[config.mk]
export PLATFORM = sky130hd
export DESIGN_NAME = smpc
export DESIGN_NICKNAME = d
export VERILOG_FILES = /design/src/smpc_pkg.sv /design/src/smpc.sv /design/src/smpc_cmd_seq.sv /design/src/smpc_host_regs.sv /design/src/smpc_oreg_ram.sv /design/src/smpc_rtc.sv
export SDC_FILE = /design/constraint.sdc
export NUM_CORES = 1
export LEC_CHECK = 0
export BUFFER_PORTS_ARGS = -buffer_cell sky130_fd_sc_hd__buf_2
export CORE_MARGIN = 1.5
export CORE_UTILIZATION = 35
export CTS_CLUSTER_DIAMETER = 30
export DETAILED_ROUTE_END_ITERATION = 10
export PLACE_DENSITY_LB_ADDON = 0.2
export SETUP_SLACK_MARGIN = 0.1
export SLEW_MARGIN = 15
export SYNTH_ARGS = -nofsm -noshare
export SYNTH_HDL_FRONTEND = slang
export SYNTH_SLANG_ARGS = --single-unit
[constraint.sdc]
create_clock -name CLK -period 8.9 [get_ports CLK]
set_input_delay 1.78 -clock CLK [delete_from_list [all_inputs] [get_ports CLK]]
set_output_delay 1.78 -clock CLK [all_outputs]
set_load 0.005 [all_outputs]
[src/smpc_pkg.sv]
package smpc_pkg;

	// Command codes
	localparam logic [7:0] CMD_MSHON   = 8'h00;
	localparam logic [7:0] CMD_SSHON   = 8'h02;
	localparam logic [7:0] CMD_SSHOFF  = 8'h03;
	localparam logic [7:0] CMD_SNDON   = 8'h06;
	localparam logic [7:0] CMD_SNDOFF  = 8'h07;
	localparam logic [7:0] CMD_CDON    = 8'h08;
	localparam logic [7:0] CMD_CDOFF   = 8'h09;
	localparam logic [7:0] CMD_SYSRES  = 8'h0D;
	localparam logic [7:0] CMD_INTBACK = 8'h10;
	localparam logic [7:0] CMD_SETTIME = 8'h16;
	localparam logic [7:0] CMD_SETSMEM = 8'h17;
	localparam logic [7:0] CMD_NMIREQ  = 8'h18;
	localparam logic [7:0] CMD_RESENAB = 8'h19;
	localparam logic [7:0] CMD_RESDISA = 8'h1A;

	// Full odd register addresses
	localparam logic [6:0] ADDR_IREG0      = 7'h01;
	localparam logic [6:0] ADDR_COMREG     = 7'h1F;
	localparam logic [6:0] ADDR_OREG_FIRST = 7'h21;
	localparam logic [6:0] ADDR_OREG_LAST  = 7'h5F;
	localparam logic [6:0] ADDR_SR         = 7'h61;
	localparam logic [6:0] ADDR_SF         = 7'h63;

	// Command wait times in CE cycles
	localparam logic [15:0] WAIT_SHORT   = 16'd120;
	localparam logic [15:0] WAIT_CD      = 16'd159;
	localparam logic [15:0] WAIT_SYS     = 16'd400;
	localparam logic [15:0] WAIT_INTBACK = 16'd500;
	localparam logic [15:0] WAIT_TIME    = 16'd279;
	localparam logic [15:0] WAIT_NMI     = 16'd127;
	localparam logic [15:0] WAIT_SRES    = 16'd60000;

	localparam logic [2:0] SR_INTBACK_DONE = 3'b010;
	localparam logic [2:0] SR_IDLE         = 3'b000;

	localparam logic [4:0] OREG_RESULT = 5'd31;

	typedef struct packed {
		logic [7:0] code;
		logic [7:0] ireg0;
		logic [7:0] ireg1;
		logic [7:0] ireg2;
		logic [7:0] ireg3;
	} smpc_cmd_t;

	typedef struct packed {
		logic [7:0] sr;
		logic       sf;
	} smpc_status_t;

	typedef struct packed {
		logic       we;
		logic [4:0] addr;
		logic [7:0] data;
	} smpc_oreg_wr_t;

	typedef struct packed {
		logic [7:0] day;
		logic [7:0] hour;
		logic [7:0] min;
		logic [7:0] sec;
	} smpc_time_t;

	typedef struct packed {
		logic mshres_n;
		logic mshnmi_n;
		logic sshres_n;
		logic sshnmi_n;
		logic sysres_n;
		logic sndres_n;
		logic cdres_n;
	} smpc_lines_t;

endpackage

[src/smpc.sv]
module smpc #(
	parameter logic [21:0] SEC_DIV = 22'd4000000
) (
	input  logic       CLK,
	input  logic       RST_N,
	input  logic       CE,
	input  logic       MRES_N,
	input  logic       TIME_SET,
	input  logic       SRES_N,
	input  logic [3:0] ac,
	input  logic [6:1] a,
	input  logic [7:0] di,
	input  logic       cs_n,
	input  logic       rw_n,
	output logic [7:0] do_q,
	output logic       mshres_n,
	output logic       mshnmi_n,
	output logic       sshres_n,
	output logic       sshnmi_n,
	output logic       sysres_n,
	output logic       sndres_n,
	output logic       cdres_n,
	output logic       mirq_n
);

	smpc_pkg::smpc_cmd_t     cmd;
	smpc_pkg::smpc_status_t  status;
	smpc_pkg::smpc_oreg_wr_t oreg_wr;
	smpc_pkg::smpc_time_t    time_bcd;
	smpc_pkg::smpc_lines_t   lines;
	logic                    cmd_req;
	logic                    cmd_ack;
	logic                    sf_set;
	logic [4:0]              oreg_raddr;
	logic [7:0]              oreg_q;

	smpc_host_regs u_host_regs (
		.CLK(CLK), .RST_N(RST_N), .a(a), .di(di), .cs_n(cs_n), .rw_n(rw_n),
		.oreg_q(oreg_q), .status(status), .cmd_ack(cmd_ack), .do_q(do_q),
		.oreg_raddr(oreg_raddr), .cmd(cmd), .cmd_req(cmd_req), .sf_set(sf_set)
	);

	smpc_cmd_seq u_cmd_seq (
		.CLK(CLK), .RST_N(RST_N), .CE(CE), .MRES_N(MRES_N), .TIME_SET(TIME_SET),
		.SRES_N(SRES_N), .ac(ac), .cmd(cmd), .cmd_req(cmd_req), .sf_set(sf_set),
		.time_bcd(time_bcd), .cmd_ack(cmd_ack), .status(status), .oreg_wr(oreg_wr),
		.lines(lines), .mirq_n(mirq_n)
	);

	smpc_rtc #(.SEC_DIV(SEC_DIV)) u_rtc (
		.CLK(CLK), .RST_N(RST_N), .CE(CE), .time_bcd(time_bcd)
	);

	smpc_oreg_ram u_oreg_ram (
		.CLK(CLK), .wr(oreg_wr), .raddr(oreg_raddr), .q(oreg_q)
	);

	assign mshres_n = lines.mshres_n;
	assign mshnmi_n = lines.mshnmi_n;
	assign sshres_n = lines.sshres_n;
	assign sshnmi_n = lines.sshnmi_n;
	assign sysres_n = lines.sysres_n;
	assign sndres_n = lines.sndres_n;
	assign cdres_n = lines.cdres_n;

endmodule

[src/smpc_cmd_seq.sv]
module smpc_cmd_seq (
	input  logic                    CLK,
	input  logic                    RST_N,
	input  logic                    CE,
	input  logic                    MRES_N,
	input  logic                    TIME_SET,
	input  logic                    SRES_N,
	input  logic [3:0]              ac,
	input  smpc_pkg::smpc_cmd_t     cmd,
	input  logic                    cmd_req,
	input  logic                    sf_set,
	input  smpc_pkg::smpc_time_t    time_bcd,
	output logic                    cmd_ack,
	output smpc_pkg::smpc_status_t  status,
	output smpc_pkg::smpc_oreg_wr_t oreg_wr,
	output smpc_pkg::smpc_lines_t   lines,
	output logic                    mirq_n
);

	typedef enum logic [2:0] {ST_IDLE, ST_START, ST_WAIT, ST_EXEC, ST_END} state_t;

	state_t              state;
	smpc_pkg::smpc_cmd_t cmd_q;
	logic [7:0]          sr;
	logic                sf;
	logic                resd;
	logic                ste;
	logic                sres_lock;
	logic [15:0]         wait_cnt;
	logic [15:0]         sres_cnt;
	logic [4:0]          oreg_cnt;
	logic [7:0]          smem [4];
	logic [7:0]          status_byte;
	logic                start_cmd;
	logic                smem_we;
	logic                intback_run;
	logic                exec_last;

	function automatic logic [15:0] wait_for(input logic [7:0] code);
		case (code)
			smpc_pkg::CMD_MSHON, smpc_pkg::CMD_SSHON, smpc_pkg::CMD_SSHOFF,
			smpc_pkg::CMD_SNDON, smpc_pkg::CMD_SNDOFF:   return smpc_pkg::WAIT_SHORT;
			smpc_pkg::CMD_CDON, smpc_pkg::CMD_CDOFF,
			smpc_pkg::CMD_SETSMEM:                       return smpc_pkg::WAIT_CD;
			smpc_pkg::CMD_SYSRES:                        return smpc_pkg::WAIT_SYS;
			smpc_pkg::CMD_INTBACK:                       return smpc_pkg::WAIT_INTBACK;
			smpc_pkg::CMD_SETTIME:                       return smpc_pkg::WAIT_TIME;
			smpc_pkg::CMD_NMIREQ, smpc_pkg::CMD_RESENAB,
			smpc_pkg::CMD_RESDISA:                       return smpc_pkg::WAIT_NMI;
			default:                                     return 16'd0;
		endcase
	endfunction

	assign status = {sr, sf};

	assign start_cmd = CE && MRES_N && state == ST_IDLE && cmd_req && !cmd_ack &&
		sres_cnt == 16'd0;
	assign smem_we = CE && MRES_N && state == ST_EXEC && cmd_q.code == smpc_pkg::CMD_SETSMEM;

	// Status INTBACK needs IREG0 bit 0 and the F0 marker in IREG2
	assign intback_run = cmd_q.code == smpc_pkg::CMD_INTBACK && cmd_q.ireg0[0] &&
		cmd_q.ireg2 == 8'hF0;
	assign exec_last = !intback_run || oreg_cnt == smpc_pkg::OREG_RESULT;

	always_comb begin
		case (oreg_cnt)
			5'd0:  status_byte = {ste, resd, 6'd0};
			5'd1:  status_byte = 8'h20;	// Year 2022
			5'd2:  status_byte = 8'h22;
			5'd3:  status_byte = 8'h01;	// Weekday and month
			5'd4:  status_byte = time_bcd.day;
			5'd5:  status_byte = time_bcd.hour;
			5'd6:  status_byte = time_bcd.min;
			5'd7:  status_byte = time_bcd.sec;
			5'd9:  status_byte = {4'd0, ac};
			5'd10: status_byte = {4'b0011, ~lines.mshnmi_n, 1'b1, ~lines.sysres_n, ~lines.sndres_n};
			5'd11: status_byte = {1'b0, ~lines.cdres_n, 6'd0};
			5'd12: status_byte = smem[0];
			5'd13: status_byte = smem[1];
			5'd14: status_byte = smem[2];
			5'd15: status_byte = smem[3];
			smpc_pkg::OREG_RESULT: status_byte = cmd_q.code;
			default: status_byte = 8'h00;
		endcase
	end

	always_ff @(posedge CLK) begin
		if (start_cmd) begin
			cmd_q <= cmd;
		end
		if (smem_we) begin
			smem[0] <= cmd_q.ireg0;
			smem[1] <= cmd_q.ireg1;
			smem[2] <= cmd_q.ireg2;
			smem[3] <= cmd_q.ireg3;
		end
	end

	always_ff @(posedge CLK or negedge RST_N) begin
		if (!RST_N) begin
			state <= ST_IDLE;
			cmd_ack <= 1'b0;
			sr <= 8'h00;
			sf <= 1'b0;
			resd <= 1'b1;
			ste <= 1'b0;
			lines <= '0;
			mirq_n <= 1'b1;
			oreg_wr <= '0;
			wait_cnt <= 16'd0;
			sres_cnt <= 16'd0;
			sres_lock <= 1'b0;
			oreg_cnt <= 5'd0;
		end else if (!MRES_N) begin
			state <= ST_IDLE;	// Boot hold
			if (!cmd_req) begin
				cmd_ack <= 1'b0;
			end
			oreg_wr.we <= 1'b0;
			lines <= '{mshres_n: 1'b1, mshnmi_n: 1'b1, sshres_n: 1'b0, sshnmi_n: 1'b1,
				sysres_n: 1'b1, sndres_n: 1'b0, cdres_n: 1'b1};
			mirq_n <= 1'b1;
			sr <= {smpc_pkg::SR_IDLE, 5'd0};
			resd <= 1'b1;
			ste <= TIME_SET;
			sres_cnt <= 16'd0;
			sres_lock <= 1'b0;
		end else begin
			oreg_wr.we <= 1'b0;
			if (cmd_ack && !cmd_req) begin
				cmd_ack <= 1'b0;
			end

			if (CE) begin
				sr[4] <= ~SRES_N;

				// Reset button NMI, re-armed once SRES_N is released
				if (!SRES_N && !resd && !sres_lock) begin
					lines.mshnmi_n <= 1'b0;
					lines.sshnmi_n <= 1'b0;
					sres_cnt <= smpc_pkg::WAIT_SRES;
					sres_lock <= 1'b1;
				end else if (sres_cnt != 16'd0) begin
					sres_cnt <= sres_cnt - 16'd1;
					if (sres_cnt == 16'd1) begin
						lines.mshnmi_n <= 1'b1;
						lines.sshnmi_n <= 1'b1;
					end
				end else if (SRES_N) begin
					sres_lock <= 1'b0;
				end

				case (state)
					ST_IDLE: begin
						mirq_n <= 1'b1;
						if (start_cmd) begin
							cmd_ack <= 1'b1;
							sr[7:5] <= smpc_pkg::SR_IDLE;
							oreg_cnt <= 5'd0;
							state <= ST_START;
						end
					end

					ST_START: begin
						wait_cnt <= wait_for(cmd_q.code);
						state <= ST_WAIT;
					end

					ST_WAIT: begin
						if (wait_cnt == 16'd0) begin
							state <= ST_EXEC;
						end else begin
							wait_cnt <= wait_cnt - 16'd1;
						end
					end

					ST_EXEC: begin
						oreg_wr.we <= 1'b1;
						if (intback_run) begin
							oreg_wr.addr <= oreg_cnt;	// One OREG per cycle
							oreg_wr.data <= status_byte;
							oreg_cnt <= oreg_cnt + 5'd1;
						end else begin
							oreg_wr.addr <= smpc_pkg::OREG_RESULT;
							oreg_wr.data <= cmd_q.code;
						end
						if (exec_last) begin
							sf <= 1'b0;
							state <= ST_END;
						end

						case (cmd_q.code)
							smpc_pkg::CMD_MSHON: begin
								lines.mshres_n <= 1'b1;
								lines.mshnmi_n <= 1'b1;
							end
							smpc_pkg::CMD_SSHON: begin
								lines.sshres_n <= 1'b1;
								lines.sshnmi_n <= 1'b1;
							end
							smpc_pkg::CMD_SSHOFF: begin
								lines.sshres_n <= 1'b0;
								lines.sshnmi_n <= 1'b1;
							end
							smpc_pkg::CMD_SNDON:  lines.sndres_n <= 1'b1;
							smpc_pkg::CMD_SNDOFF: lines.sndres_n <= 1'b0;
							smpc_pkg::CMD_CDON:   lines.cdres_n <= 1'b1;
							smpc_pkg::CMD_CDOFF:  lines.cdres_n <= 1'b0;
							smpc_pkg::CMD_SYSRES: lines <= '0;	// Released again in end state
							smpc_pkg::CMD_INTBACK: begin
								if (intback_run && oreg_cnt == smpc_pkg::OREG_RESULT) begin
									sr[7:5] <= smpc_pkg::SR_INTBACK_DONE;
									mirq_n <= 1'b0;
								end
							end
							smpc_pkg::CMD_SETTIME: ste <= 1'b1;
							smpc_pkg::CMD_NMIREQ:  lines.mshnmi_n <= 1'b0;
							smpc_pkg::CMD_RESENAB: resd <= 1'b0;
							smpc_pkg::CMD_RESDISA: resd <= 1'b1;
							default: ;
						endcase
					end

					ST_END: begin
						if (cmd_q.code == smpc_pkg::CMD_SYSRES) begin
							lines <= '1;
						end else if (cmd_q.code == smpc_pkg::CMD_NMIREQ) begin
							lines.mshnmi_n <= 1'b1;
						end
						state <= ST_IDLE;
					end

					default: state <= ST_IDLE;
				endcase
			end

			if (sf_set) begin
				sf <= 1'b1;
			end
		end
	end

endmodule

[src/smpc_host_regs.sv]
module smpc_host_regs (
	input  logic                   CLK,
	input  logic                   RST_N,
	input  logic [6:1]             a,
	input  logic [7:0]             di,
	input  logic                   cs_n,
	input  logic                   rw_n,
	input  logic [7:0]             oreg_q,
	input  smpc_pkg::smpc_status_t status,
	input  logic                   cmd_ack,
	output logic [7:0]             do_q,
	output logic [4:0]             oreg_raddr,
	output smpc_pkg::smpc_cmd_t    cmd,
	output logic                   cmd_req,
	output logic                   sf_set
);

	logic [6:1] a_s;
	logic [7:0] di_s;
	logic       cs_s;
	logic       rw_s;
	logic       cs_old;
	logic       rw_old;
	logic [6:0] full_addr;
	logic       wr_edge;
	logic       rd_edge;
	logic [7:0] rd_data;
	logic [7:0] comreg;
	logic [7:0] ireg [7];

	assign full_addr = {a_s, 1'b1};
	assign wr_edge = !rw_s && rw_old && !cs_s;	// RW_N falling with CS_N low
	assign rd_edge = !cs_s && cs_old && rw_s;	// CS_N falling in a read

	// OREG 0 sits at address 21, so index is A - 16
	assign oreg_raddr = a_s[5:1] - 5'd16;

	assign cmd = {comreg, ireg[0], ireg[1], ireg[2], ireg[3]};

	always_comb begin
		if (full_addr >= smpc_pkg::ADDR_OREG_FIRST && full_addr <= smpc_pkg::ADDR_OREG_LAST) begin
			rd_data = oreg_q;
		end else if (full_addr == smpc_pkg::ADDR_SR) begin
			rd_data = status.sr;
		end else if (full_addr == smpc_pkg::ADDR_SF) begin
			rd_data = {7'd0, status.sf};
		end else begin
			rd_data = 8'h00;
		end
	end

	always_ff @(posedge CLK) begin
		a_s <= a;
		di_s <= di;
		if (wr_edge) begin
			if (full_addr <= smpc_pkg::ADDR_IREG0 + 7'd12) begin
				ireg[full_addr[3:1]] <= di_s;	// IREG0..6
			end
			if (full_addr == smpc_pkg::ADDR_COMREG) begin
				comreg <= di_s;
			end
		end
	end

	always_ff @(posedge CLK or negedge RST_N) begin
		if (!RST_N) begin
			cs_s <= 1'b1;
			rw_s <= 1'b1;
			cs_old <= 1'b1;
			rw_old <= 1'b1;
			cmd_req <= 1'b0;
			sf_set <= 1'b0;
			do_q <= 8'h00;
		end else begin
			cs_s <= cs_n;
			rw_s <= rw_n;
			cs_old <= cs_s;
			rw_old <= rw_s;

			sf_set <= wr_edge && full_addr == smpc_pkg::ADDR_SF && di_s[0];

			// Request side of the command handshake
			if (cmd_ack) begin
				cmd_req <= 1'b0;
			end else if (wr_edge && full_addr == smpc_pkg::ADDR_COMREG && !cmd_req) begin
				cmd_req <= 1'b1;
			end

			if (rd_edge) begin
				do_q <= rd_data;
			end
		end
	end

endmodule

[src/smpc_oreg_ram.sv]
module smpc_oreg_ram (
	input  logic                    CLK,
	input  smpc_pkg::smpc_oreg_wr_t wr,
	input  logic [4:0]              raddr,
	output logic [7:0]              q
);

	logic [7:0] mem [32];

	always_ff @(posedge CLK) begin
		if (wr.we) begin
			mem[wr.addr] <= wr.data;
		end
	end

	assign q = mem[raddr];	// Asynchronous read port

endmodule

[src/smpc_rtc.sv]
module smpc_rtc #(
	parameter logic [21:0] SEC_DIV = 22'd4000000
) (
	input  logic                 CLK,
	input  logic                 RST_N,
	input  logic                 CE,
	output smpc_pkg::smpc_time_t time_bcd
);

	logic [21:0] div_cnt;
	logic        sec_tick;
	logic [8:0]  sec_nx;
	logic [8:0]  min_nx;
	logic [8:0]  hour_nx;
	logic [8:0]  day_nx;

	// Next BCD value with carry out in bit 8
	function automatic logic [8:0] bcd_step(input logic [7:0] v, input logic [7:0] last);
		if (v == last) begin
			return 9'h100;
		end else if (v[3:0] == 4'd9) begin
			return {1'b0, v[7:4] + 4'd1, 4'd0};
		end else begin
			return {1'b0, v[7:4], v[3:0] + 4'd1};
		end
	endfunction

	assign sec_tick = div_cnt == SEC_DIV - 22'd1;

	assign sec_nx = bcd_step(time_bcd.sec, 8'h59);
	assign min_nx = bcd_step(time_bcd.min, 8'h59);
	assign hour_nx = bcd_step(time_bcd.hour, 8'h23);
	assign day_nx = bcd_step(time_bcd.day, 8'h99);	// Day wraps 99 to 00

	always_ff @(posedge CLK or negedge RST_N) begin
		if (!RST_N) begin
			div_cnt <= 22'd0;
			time_bcd <= '0;
		end else if (CE) begin
			if (sec_tick) begin
				div_cnt <= 22'd0;
				time_bcd.sec <= sec_nx[7:0];
				if (sec_nx[8]) begin
					time_bcd.min <= min_nx[7:0];
					if (min_nx[8]) begin
						time_bcd.hour <= hour_nx[7:0];
						if (hour_nx[8]) begin
							time_bcd.day <= day_nx[7:0];
						end
					end
				end
			end else begin
				div_cnt <= div_cnt + 22'd1;
			end
		end
	end

endmodule

==> flow_summary.toml <==
[run_status]
status = "completed"

[clock_tree]
root_buffer = "clkbuf_16"
clk_latency_ps = 670
cts_buffers = 118
cts_tree = "done"
htree_levels = 3
cts_sinks = 526
hold_buffers = 0
clk_pin_slew_ps = 50
cts_resized = 0
clockBufferDepth = 3
post-cts-setup-buffer-count = 0

[logic_synthesis]
synthesis.area_mm2 = 0.0224
synth_edf_count = 368
synthAdderAreaFrac_pct = 1.45
yosysSeqAreaShare_pct = 66.5
synth.avg_cell_area_um2 = 13.3
synth_top_family_by_area = "simple AND/OR/NAND/NOR gates"
syn_nets = 1740
synth_cells = 1688
yosys-mux-area-fraction_pct = 5.92
ys_ff_latch = 526
synth-xor-area-share_pct = 1.25
async_reset_ff_share_pct = 26.0
ys.flop_type = "edfxtp_1"
yosysWarnings = 0
synth-simple-area-share_pct = 12.1
synth_cell_types = 84
synth_compound_area_share_pct = 10.5

[finish]
syn2layout_area_growth_pct = 23.7
drive_gt1_share_pct = 18.8
fin_nets = 1840
layout_common_cells = "368 x edfxtp_1, 159 x nor2_1, 131 x dfrtp_1, 120 x clkbuf_16, 119 x nand2_1"
insertedDiodeCount = 0
layout_commonest_cell = "edfxtp_1"
design_area_mm2 = 0.0277

[flow_run]
max_cap_violations = 0

[worst_setup_path]
endpoint_kind = "flop"
crit_path_max_fanout = 38
cp.arrival_ps = 4520
startpoint = "MRES_N"
critPathLaunchType = "input port"
slowest_stage = "buf_2"
r2r-start = "u_cmd_seq.cmd_q[32]"
path_cells = "buf_2 > and3b_1 > nand3_1 > nor3_4 > buf_4 > o21ba_4 > nor3_1 > mux2_2"
reg2reg_slack_ps = 5480
slowest_delay_ps = 490
critPathKind = "in2reg"
crit_required_ps = 9430

[power_and_ir_drop]
clkPwrFrac_pct = 54.9
leakage_nw = 10.2
p_seq_share_pct = 36.1
p_switching_w = 0.00205
swShare_pct = 25.4
p_per_area_mw_per_mm2 = 291
ir_drop_mv = 0.163
p_int_w = 0.00601
combPwrFrac_pct = 8.9

[routing]
ant_nets = 0
vias_per_cell = 5.33
drc = 0
wl_per_cell_um = 21.0
wirelength_mm = 57.4
firstDrtPassIters = 8
dr.first_iter.drc_count = 1252
route.vias.total = 14600

[global_route]
grt_pass1_wl_mm = 89.1
gr-total-overflow = 0
grt_max_degree = 80
grt_pass1_vias = 14700
grt_usage_pct = 17.5
grt_antenna_before_repair = 0

[min_path]
hp-class = "reg2reg"
min-delay-start = "u_host_regs.cs_s"

[die]
core.rowCount = 92
core_mm2 = 0.0632
start_util_pct = 35.5
die_h_um = 256
die_x_um = 256
die_area_mm2 = 0.0655
num_io_pins = 42

[sta]
slew_headroom_pct = 29.1
hold_viol_final = 0
clock.fmax_ghz = 0.251
slew_viol_final = 0
tightest_slew_ps = 1060
fin_skew_ps = 29.8
rsz0062_at_grt = "false"
period_minus_slack_ps = 3990
tns_ps = 0
finalCritPeriodShare_pct = 44.8
setup_violations = 0

[placement]
port_buffers = 41
postPlaceCellArea_mm2 = 0.0235
hpwl_mm = 36.4
gp_congestion = 0.873
[cell type report]
cell class	instances	area, um2
Multi-Input combinational cell	1039	7010
Sequential cell	526	14900
Tap cell	846	1060
Fill cell	5682	35500
Timing Repair Buffer	68	422
Clock inverter	87	1000
Clock buffer	137	3180
Inverter	35	131
[worst paths after layout]
path	endpoint	depth (start not counted)
worst max-delay path	u_cmd_seq.oreg_cnt[3]	8
worst min-delay path	u_host_regs.cs_old	0
worst max register to register	u_cmd_seq.oreg_cnt[3]	6
worst min register to register	u_host_regs.cs_old	0
max in group asynchronous	u_rtc.div_cnt[10]	2
min in group asynchronous	u_rtc.time_bcd[9]	1
[sequential cells by signal, summed over array words and instances, names as in the netlist, 2 cells and up, named ones only]
name and flops:
u_cmd_seq.cmd_q 40, u_cmd_seq.lines 7, u_cmd_seq.oreg_cnt 5, u_cmd_seq.oreg_wr 14
u_cmd_seq.smem 32, u_cmd_seq.sr 2, u_cmd_seq.sres_cnt 16, u_cmd_seq.state 3
u_cmd_seq.wait_cnt 16, u_host_regs.a_s 6, u_host_regs.comreg 8, u_host_regs.di_s 8
u_host_regs.do_q 8, u_host_regs.ireg 32, u_oreg_ram.mem 256, u_rtc.div_cnt 22
u_rtc.time_bcd 32
[cell usage after synthesis, types with 15 or more instances]
cell type,n,area [um2]
edfxtp_1,368,11100
nor2_1,159,597
dfrtp_1,131,3280
nand2_1,119,447
o21ai_0,97,485
a21oi_1,91,455
clkbuf_1,66,248
nand3_1,48,240
mux2i_1,41,410
inv_1,35,131
mux4_2,32,721
nor3_1,32,160
ha_1,26,325
nand4_1,24,150
dfxtp_1,21,420
nand2b_1,20,125
nor2b_1,19,119
a221oi_1,17,149
o211ai_1,17,128
xnor2_1,17,149
mux2_2,16,180
a211oi_1,15,113
xor2_1,15,131
[worst max-delay path, delay by kind of cell]
kind	cells	cell delay, ps
buffers and inverters	2	980
multiplexers	1	350
AND/OR/NAND/NOR	4	1150
AO/OA/AOI/OAI	1	230
[logic make-up after synthesis]
kind of cell / Yosys count
AOI/OAI and AO/OA: 359
adders and majority gates: 26
DFF: 526
xor gates and xnor gates: 32
and+or+nand+nor: 532
muxes: 90
buffers and inverters: 123
[through the flow]
stage	worst slack [ps]	hold slack, ps	util (%)	instances	total power (W)
after floorplan	3000	358	-	1688	0.00342
after global placement	3600	390	37.2	2513	0.00366
after detailed placement	3590	390	37.2	2513	0.00367
after CTS	4270	409	43.8	2737	0.00813
after global routing	4740	415	43.9	2738	0.00834
final	4910	405	43.9	2738	0.00805
[layer usage]
| layer | GRT usage, % | wire, um | vias to the layer above |
|---|---|---|---|
| met3 | 3.41 | 2540 | 113 |
| met1 | 23.4 | 26000 | 7393 |
| met5 | 0 | 0 | - |
| met2 | 28.5 | 27400 | 384 |
| li1 | - | - | 6702 |
| met4 | 6.10 | 1470 | 0 |
[power groups by stage]
stage | clock [W] | sequential [W] | combinational, W
CTS | 0.00450 | 0.00291 | 0.000728
finish | 0.00442 | 0.00291 | 0.000720
global placement | 0 | 0.00295 | 0.000710
global route | 0.00462 | 0.00292 | 0.000801
detailed placement | 0 | 0.00295 | 0.000724
floorplan | 0 | 0.00292 | 0.000507
Note: power is estimated with default switching activity, not from simulation.
